==> config.mk <==
export PLATFORM = sky130hd
export DESIGN_NAME = hci_top
export DESIGN_NICKNAME = d
export VERILOG_FILES = /design/src/rtl/hci_pkg.sv /design/src/rtl/hci_queue.sv /design/src/rtl/hci_csr.sv /design/src/rtl/hci_top.sv
export VERILOG_INCLUDE_DIRS = /design/src /design/src/rtl
export SDC_FILE = /design/constraint.sdc
export NUM_CORES = 1
export LEC_CHECK = 0
export ABC_AREA = 0
export BUFFER_PORTS_ARGS = -buffer_cell sky130_fd_sc_hd__buf_2
export CAP_MARGIN = 20
export CORE_MARGIN = 4
export CORE_UTILIZATION = 44
export CTS_CLUSTER_SIZE = 8
export DETAILED_ROUTE_END_ITERATION = 10
export HOLD_SLACK_MARGIN = 0.06
export PLACE_DENSITY = 0.62
export SLEW_MARGIN = 40
export SYNTH_ARGS = -nofsm -noshare
export SYNTH_HDL_FRONTEND = slang
export SYNTH_SLANG_ARGS = --single-unit
==> constraint.sdc <==
create_clock -name clk_i -period 5.2 [get_ports clk_i]
set_input_delay 0.52 -clock clk_i [delete_from_list [all_inputs] [get_ports clk_i]]
set_output_delay 0.52 -clock clk_i [all_outputs]
set_load 0.05 [all_outputs]
==> src/rtl/hci_settings.svh <==
// *********************************************************
// Widths, queue depth and register map of the HCI PIO core
// *********************************************************
`ifndef HCI_SETTINGS_SVH
`define HCI_SETTINGS_SVH

`define HCI_DW    32
`define HCI_AW    4
`define HCI_DEPTH 8
`define HCI_CW    4   // Holds 0 to HCI_DEPTH

// Register word addresses
`define HCI_A_RESET  0
`define HCI_A_THLD   1
`define HCI_A_CMD    2
`define HCI_A_RESP   3
`define HCI_A_STATUS 4

`define HCI_THLD_CQ_LSB 0   // Command empty-space threshold
`define HCI_THLD_RQ_LSB 8   // Response fill threshold

`endif

==> src/rtl/hci_pkg.sv <==
// *********************************************************
// Shared types of the HCI PIO core, imported by RTL and TB
// *********************************************************
package hci_pkg;

  `include "hci_settings.svh"

  // Data word on CPU port and both streams
  typedef logic [`HCI_DW-1:0] dword_t;

  typedef logic [`HCI_AW-1:0] csr_addr_t;

  // Queue fill count or threshold
  typedef logic [`HCI_CW-1:0] qcnt_t;

  typedef enum logic [1:0] {
    CSR_IDLE,
    CSR_PORT_WAIT,  // Stalled on a queue
    CSR_ACK
  } csr_state_e;

endpackage

==> src/rtl/hci_queue.sv <==
// *********************************************************
// Circular queue with clamped threshold trigger and flush
// *********************************************************
`timescale 1ns/100ps
`include "hci_settings.svh"

module hci_queue
  import hci_pkg::*;
#(
  parameter bit TrigOnFree = 1'b0  // Trigger on free entries instead of filled ones
) (
  input  logic   clk_i,
  input  logic   rst_ni,

  input  logic   push_valid_i,
  output logic   push_ready_o,
  input  dword_t push_data_i,

  output logic   pop_valid_o,
  input  logic   pop_ready_i,
  output dword_t pop_data_o,

  input  qcnt_t  thld_i,
  output qcnt_t  thld_o,
  output logic   trig_o,
  output logic   full_o,
  output logic   empty_o,

  input  logic   flush_i,
  output logic   flush_done_o
);
  localparam int unsigned PtrW = $clog2(`HCI_DEPTH);
  localparam qcnt_t Depth = qcnt_t'(`HCI_DEPTH);

  dword_t          mem_q [`HCI_DEPTH];
  logic [PtrW-1:0] wr_ptr_q;
  logic [PtrW-1:0] rd_ptr_q;
  qcnt_t           count_q;
  qcnt_t           trig_cnt;
  logic            push;
  logic            pop;
  logic            flush_done_q;

  function automatic logic [PtrW-1:0] ptr_inc(input logic [PtrW-1:0] ptr);
    return (ptr == PtrW'(`HCI_DEPTH - 1)) ? '0 : ptr + 1'b1;
  endfunction

  assign full_o       = (count_q == Depth);
  assign empty_o      = (count_q == '0);
  assign push_ready_o = ~full_o;
  assign pop_valid_o  = ~empty_o;
  assign pop_data_o   = mem_q[rd_ptr_q];

  assign push = push_valid_i & push_ready_o;
  assign pop  = pop_valid_o & pop_ready_i;

  // Programmed value never exceeds the depth
  assign thld_o   = (thld_i > Depth) ? Depth : thld_i;
  assign trig_cnt = TrigOnFree ? (Depth - count_q) : count_q;
  assign trig_o   = (trig_cnt >= thld_o);  // Zero threshold always fires

  assign flush_done_o = flush_done_q;

  always_ff @(posedge clk_i or negedge rst_ni) begin
    if (!rst_ni) begin
      wr_ptr_q     <= '0;
      rd_ptr_q     <= '0;
      count_q      <= '0;
      flush_done_q <= 1'b0;
    end else begin
      flush_done_q <= flush_i & ~flush_done_q;  // One pulse per request
      if (flush_i) begin
        wr_ptr_q <= '0;
        rd_ptr_q <= '0;
        count_q  <= '0;
      end else begin
        if (push) wr_ptr_q <= ptr_inc(wr_ptr_q);
        if (pop) rd_ptr_q <= ptr_inc(rd_ptr_q);
        if (push && !pop) begin
          count_q <= count_q + 1'b1;
        end else if (pop && !push) begin
          count_q <= count_q - 1'b1;
        end
      end
    end
  end

  always_ff @(posedge clk_i) begin
    if (push) mem_q[wr_ptr_q] <= push_data_i;
  end

endmodule

==> src/rtl/hci_csr.sv <==
// *********************************************************
// Register file behind the req/ack CPU port; stalls port
// accesses until the command or response queue is ready
// *********************************************************
`timescale 1ns/100ps
`include "hci_settings.svh"

module hci_csr
  import hci_pkg::*;
(
  input  logic      clk_i,
  input  logic      rst_ni,

  input  logic      cpu_req_i,
  input  logic      cpu_wr_i,
  input  csr_addr_t cpu_addr_i,
  input  dword_t    cpu_wdata_i,
  output logic      cpu_ack_o,
  output logic      cpu_err_o,
  output dword_t    cpu_rdata_o,

  output logic      cq_push_valid_o,
  input  logic      cq_push_ready_i,
  output dword_t    cq_push_data_o,
  output qcnt_t     cq_thld_o,
  input  qcnt_t     cq_thld_i,
  input  logic      cq_full_i,
  input  logic      cq_empty_i,
  input  logic      cq_trig_i,
  output logic      cq_flush_o,
  input  logic      cq_flush_done_i,

  input  logic      rq_pop_valid_i,
  output logic      rq_pop_ready_o,
  input  dword_t    rq_pop_data_i,
  output qcnt_t     rq_thld_o,
  input  qcnt_t     rq_thld_i,
  input  logic      rq_full_i,
  input  logic      rq_empty_i,
  input  logic      rq_trig_i,
  output logic      rq_flush_o,
  input  logic      rq_flush_done_i
);
  csr_state_e state_q;
  logic       ack_q;
  logic       err_q;
  logic [1:0] rst_q;      // Bit 0 command, bit 1 response
  logic [1:0] rst_set;
  qcnt_t      cq_thld_q;
  qcnt_t      rq_thld_q;
  dword_t     rdata_q;
  dword_t     reg_rdata;
  logic       reg_err;
  logic       accept;
  logic       port_acc;
  logic       reg_we;
  logic       cq_push;
  logic       rq_pop;

  // Ack cycle blocks a new accept while req is still up
  assign accept   = (state_q == CSR_IDLE) && cpu_req_i && !ack_q;
  assign port_acc = (cpu_wr_i && cpu_addr_i == csr_addr_t'(`HCI_A_CMD)) ||
                    (!cpu_wr_i && cpu_addr_i == csr_addr_t'(`HCI_A_RESP));
  assign reg_we   = accept && cpu_wr_i && !port_acc;

  assign cq_push_valid_o = (state_q == CSR_PORT_WAIT) && cpu_wr_i;
  assign cq_push_data_o  = cpu_wdata_i;
  assign rq_pop_ready_o  = (state_q == CSR_PORT_WAIT) && !cpu_wr_i;
  assign cq_push = cq_push_valid_o & cq_push_ready_i;
  assign rq_pop  = rq_pop_ready_o & rq_pop_valid_i;

  always_comb begin
    reg_rdata = '0;
    reg_err   = 1'b0;
    case (cpu_addr_i)
      csr_addr_t'(`HCI_A_RESET): reg_rdata[1:0] = rst_q;
      csr_addr_t'(`HCI_A_THLD): begin
        reg_rdata[`HCI_THLD_CQ_LSB +: `HCI_CW] = cq_thld_i;  // Clamped values
        reg_rdata[`HCI_THLD_RQ_LSB +: `HCI_CW] = rq_thld_i;
      end
      csr_addr_t'(`HCI_A_CMD), csr_addr_t'(`HCI_A_RESP): reg_rdata = '0;
      csr_addr_t'(`HCI_A_STATUS): begin
        reg_rdata[5:0] = {rq_trig_i, cq_trig_i, rq_empty_i, rq_full_i, cq_empty_i, cq_full_i};
      end
      default: reg_err = 1'b1;
    endcase
  end

  assign rst_set = (reg_we && cpu_addr_i == csr_addr_t'(`HCI_A_RESET)) ? cpu_wdata_i[1:0] : 2'b00;

  always_ff @(posedge clk_i or negedge rst_ni) begin
    if (!rst_ni) begin
      rst_q     <= '0;
      cq_thld_q <= '0;
      rq_thld_q <= '0;
    end else begin
      rst_q <= (rst_q & ~{rq_flush_done_i, cq_flush_done_i}) | rst_set;
      if (reg_we && cpu_addr_i == csr_addr_t'(`HCI_A_THLD)) begin
        cq_thld_q <= cpu_wdata_i[`HCI_THLD_CQ_LSB +: `HCI_CW];
        rq_thld_q <= cpu_wdata_i[`HCI_THLD_RQ_LSB +: `HCI_CW];
      end
    end
  end

  always_ff @(posedge clk_i or negedge rst_ni) begin
    if (!rst_ni) begin
      state_q <= CSR_IDLE;
      ack_q   <= 1'b0;
      err_q   <= 1'b0;
    end else begin
      ack_q <= 1'b0;
      case (state_q)
        CSR_IDLE: begin
          if (accept) begin
            err_q   <= reg_err;
            state_q <= port_acc ? CSR_PORT_WAIT : CSR_ACK;
          end
        end
        CSR_PORT_WAIT: begin
          if (cq_push || rq_pop) begin
            ack_q   <= 1'b1;
            state_q <= CSR_IDLE;
          end
        end
        CSR_ACK: begin
          ack_q   <= 1'b1;
          state_q <= CSR_IDLE;
        end
        default: state_q <= CSR_IDLE;
      endcase
    end
  end

  always_ff @(posedge clk_i) begin
    if (rq_pop) begin
      rdata_q <= rq_pop_data_i;
    end else if (accept && !port_acc) begin
      rdata_q <= reg_rdata;
    end
  end

  assign cpu_ack_o   = ack_q;
  assign cpu_err_o   = ack_q & err_q;
  assign cpu_rdata_o = rdata_q;
  assign cq_thld_o   = cq_thld_q;
  assign rq_thld_o   = rq_thld_q;
  assign cq_flush_o  = rst_q[0];
  assign rq_flush_o  = rst_q[1];

endmodule

==> src/rtl/hci_top.sv <==
// *********************************************************
// HCI PIO core top: register file plus command and response
// queues, controller streams and threshold triggers
// *********************************************************
`timescale 1ns/100ps

module hci_top
  import hci_pkg::*;
(
  input  logic      clk_i,
  input  logic      rst_ni,

  input  logic      cpu_req_i,
  input  logic      cpu_wr_i,
  input  csr_addr_t cpu_addr_i,
  input  dword_t    cpu_wdata_i,
  output logic      cpu_ack_o,
  output logic      cpu_err_o,
  output dword_t    cpu_rdata_o,

  output logic      cmd_valid_o,
  input  logic      cmd_ready_i,
  output dword_t    cmd_data_o,

  input  logic      resp_valid_i,
  output logic      resp_ready_o,
  input  dword_t    resp_data_i,

  output logic      cmd_thld_trig_o,
  output logic      resp_thld_trig_o
);
  logic   cq_push_valid, cq_push_ready, cq_full, cq_empty, cq_flush, cq_flush_done;
  logic   rq_pop_valid, rq_pop_ready, rq_full, rq_empty, rq_flush, rq_flush_done;
  dword_t cq_push_data, rq_pop_data;
  qcnt_t  cq_thld_raw, cq_thld_eff, rq_thld_raw, rq_thld_eff;

  hci_csr u_csr (
    .clk_i, .rst_ni,
    .cpu_req_i, .cpu_wr_i, .cpu_addr_i, .cpu_wdata_i,
    .cpu_ack_o, .cpu_err_o, .cpu_rdata_o,
    .cq_push_valid_o(cq_push_valid), .cq_push_ready_i(cq_push_ready),
    .cq_push_data_o(cq_push_data), .cq_thld_o(cq_thld_raw), .cq_thld_i(cq_thld_eff),
    .cq_full_i(cq_full), .cq_empty_i(cq_empty), .cq_trig_i(cmd_thld_trig_o),
    .cq_flush_o(cq_flush), .cq_flush_done_i(cq_flush_done),
    .rq_pop_valid_i(rq_pop_valid), .rq_pop_ready_o(rq_pop_ready),
    .rq_pop_data_i(rq_pop_data), .rq_thld_o(rq_thld_raw), .rq_thld_i(rq_thld_eff),
    .rq_full_i(rq_full), .rq_empty_i(rq_empty), .rq_trig_i(resp_thld_trig_o),
    .rq_flush_o(rq_flush), .rq_flush_done_i(rq_flush_done)
  );

  // Command queue fires on free space
  hci_queue #(.TrigOnFree(1'b1)) u_cmd_q (
    .clk_i, .rst_ni,
    .push_valid_i(cq_push_valid), .push_ready_o(cq_push_ready), .push_data_i(cq_push_data),
    .pop_valid_o(cmd_valid_o), .pop_ready_i(cmd_ready_i), .pop_data_o(cmd_data_o),
    .thld_i(cq_thld_raw), .thld_o(cq_thld_eff), .trig_o(cmd_thld_trig_o),
    .full_o(cq_full), .empty_o(cq_empty),
    .flush_i(cq_flush), .flush_done_o(cq_flush_done)
  );

  hci_queue #(.TrigOnFree(1'b0)) u_resp_q (
    .clk_i, .rst_ni,
    .push_valid_i(resp_valid_i), .push_ready_o(resp_ready_o), .push_data_i(resp_data_i),
    .pop_valid_o(rq_pop_valid), .pop_ready_i(rq_pop_ready), .pop_data_o(rq_pop_data),
    .thld_i(rq_thld_raw), .thld_o(rq_thld_eff), .trig_o(resp_thld_trig_o),
    .full_o(rq_full), .empty_o(rq_empty),
    .flush_i(rq_flush), .flush_done_o(rq_flush_done)
  );

endmodule

==> flow_summary.yaml <==
run_status:
  status: "complete, no violations"
global_routing:
  grt_pass1_wl_mm: 73.9
  antenna_found_initial: 10
  grt_pass1_vias: 11900
  grt.total_usage_pct: 17.4
  grt_max_degree: 41
  grt_overflow: 0
floorplan:
  pin_count: 144
  die_y_um: 235
  die_w_um: 235
  coreArea_mm2: 0.0512
  rows: 83
  die_area_mm2: 0.0553
  start_util_pct: 44.4
synth:
  synth_xor_area_share_pct: 0.193
  yosys_warnings: 0
  ys.flop_type: "edfxtp_1"
  ys_seq_area_share_pct: 75.9
  synthMuxAreaShare_pct: 15.1
  synth_fp_nets: 1202
  synth_top_family_by_area: "multiplexers"
  synthSimpleGateAreaFrac_pct: 3.78
  synthAdderAreaFrac_pct: 1.50
  ys_types: 59
  synth_area_mm2: 0.0227
  synth-edff-count: 544
  synth_compound_gate_area_share_pct: 2.42
  synth-seq-cells: 580
  syn_area_per_cell_um2: 20.6
  netlist_instances: 1102
  async_reset_ff_share_pct: 6.21
min_path:
  min_path_type: "in -> reg"
  holdPathStages: 1
  hold_end: "u_cmd_q.mem_q[1][5]"
  hp-start: "cpu_wdata_i[5]"
placement:
  place_hpwl_mm: 28.1
  place_area_mm2: 0.0246
  dp.cells: 1911
  io_buffers: 143
  pre_cts_ws_ns: 2.08
  place.gp.congestion: 0.809
sta:
  setup-tns-final_ns: 0
  layout_min_cycle_time_ns: 3.46
  fmax_mhz: 289
  skew_ns: 0.0242
  finalHoldViolations: 0
  setup_viol: 0
  relSlewSlack_pct: 51.0
  tightest_slew_ns: 0.731
  setup_slack_ns: 1.74
  period_share_pct: 66.6
  slew_viol_final: 0
  grt_setup_unrepaired: "no"
  whs_ns: 0.181
clocking:
  numCtsBuffers: 82
  root_buffer: "clkbuf_16"
  clk_latency_ns: 0.61
  cts_tree: "built"
  ctsLongestPathBuffers: 3
  hold_buffers: 1
  numClockSinks: 580
  h-tree-depth: 3
  postCtsSetupBuffers: 0
  cts_repair_resize_count: 0
  clk_pin_slew_ns: 0.05
drt:
  vias: 11200
  firstDrtPassIters: 5
  routedWlPerCell_um: 23.6
  routed_wl_mm: 48.0
  avgViaCountPerCell: 5.53
  drtIter0Drc: 800
  ant_nets: 0
  remaining_drc_errors: 0
layout:
  final_cell_mix: "edfxtp_1, buf_2, mux4_2"
  syn_to_final_growth_pct: 18.5
  layout_commonest_cell: "edfxtp_1"
  layout-drive-gt1-share_pct: 34.7
  final_cell_count_no_fill: 2035
  postLayoutCoreUtil_pct: 52.6
  nNetsFinal: 1416
  final_area_mm2: 0.0269
critical_path:
  cp_max_fo: 25
  arrival_ns: 2.94
  r2r_slack_ns: 2.08
  reg2reg_from: "u_cmd_q.count_q[0]"
  reg2reg_to: "u_cmd_q.count_q[3]"
  start_kind: "flip-flop"
  path_class: "reg -> out"
  reg2reg_depth: 10
  required_ns: 4.68
  crit_path_end_kind: "output pin"
flow_run:
  drv_cap: 0
power_and_ir_drop:
  ir_worst_vdd_v: 0.000333
  p_per_area_mw_per_mm2: 543
  p_leak_nw: 9.06
  power.total_mw: 14.6
## worst max path at each step
| stage | startpoint | endpoint | slack (ns) | cells after the start |
|---|---|---|---|---|
| after floorplan | u_resp_q.count_q[3] | u_resp_q.mem_q[0][0] | 0.35 | 4 |
| after global placement | u_cmd_q.rd_ptr_q[0] | cmd_data_o[0] | 1.92 | 4 |
| after detailed placement | u_cmd_q.count_q[0] | u_cmd_q.count_q[3] | 2.08 | 10 |
| after CTS | u_cmd_q.rd_ptr_q[1] | cmd_data_o[4] | 1.57 | 4 |
| after global routing | u_cmd_q.rd_ptr_q[0] | cmd_data_o[0] | 1.54 | 5 |
| final | u_cmd_q.rd_ptr_q[0] | cmd_data_o[1] | 1.74 | 5 |
## critical path, cell delays in order, from the launching register on
cell and delay, ns:
dfrtp_4 0.52, buf_12 0.23, buf_4 0.45, mux4_2 0.59, mux2_2 0.28, buf_2 0.21
## sequential cells by signal, summed over array words and instances, names as in the netlist
register,flops
u_cmd_q.mem_q,256
u_resp_q.mem_q,256
u_csr.cpu_rdata_o,32
u_cmd_q.count_q,4
u_csr.cq_thld_o,4
u_csr.rq_thld_o,4
u_resp_q.count_q,4
u_cmd_q.rd_ptr_q,3
u_cmd_q.wr_ptr_q,3
u_resp_q.rd_ptr_q,3
u_resp_q.wr_ptr_q,3
u_csr.rst_q,2
u_csr.state_q,2
u_cmd_q.flush_done_o,1
u_csr.cpu_ack_o,1
u_csr.err_q,1
u_resp_q.flush_done_o,1
## cells in the mapped netlist, drive strengths merged, types with 4 or more instances
master / instances / area, um^2
buf: 23 / 115
xor2: 4 / 35.0
nand3b: 5 / 37.5
inv: 13 / 48.8
ha: 24 / 300
clkbuf: 24 / 90.1
nor2b: 6 / 37.5
nand2b: 10 / 62.6
nor4b: 6 / 67.6
nor4: 4 / 40.0
o211ai: 4 / 30.0
a211oi: 5 / 37.5
nand3: 7 / 35.0
or3: 4 / 25.0
nor3: 15 / 75.1
mux2: 45 / 510
mux2i: 4 / 40.0
nor2: 21 / 78.8
dfrtp: 36 / 901
a22o: 5 / 43.8
mux4: 128 / 2880
nand2: 79 / 297
edfxtp: 544 / 16300
a21oi: 39 / 195
## routing by layer
layer / GRT usage (%) / wire (um)
met1: 22.9 / 20000
met2: 29.0 / 24300
met3: 4.07 / 2550
met4: 5.73 / 1100
met5: 0 / 99
## report_power, final
part           switching [mW]  leakage [nW]  internal, mW
sequential              0.394          5.40          5.60
combinational            2.27          2.53          1.50
clock                    1.87          1.13          2.99
## cells by family (layout without fill, tap and decap cells)
| group | after synthesis | in the layout |
|---|---|---|
| flops | 580 | 580 |
| mux | 177 | 177 |
| other cells | 0 | 2 |
| buf+inv | 61 | 312 |
| fa+ha+maj | 26 | 26 |
| xor+xnor | 5 | 5 |
| simple gates | 170 | 170 |
| compound gates | 83 | 83 |
## cell type report
type	instances	area, um^2
antenna	2	5.00
clock buffer	115	2220
clock inverter	6	143
fill	3978	24300
inverter	14	52.6
multi-input combinational	461	5370
sequential	580	17300
tap	680	851
timing repair buffer	177	1040
Note: power is estimated with default switching activity, not from simulation.
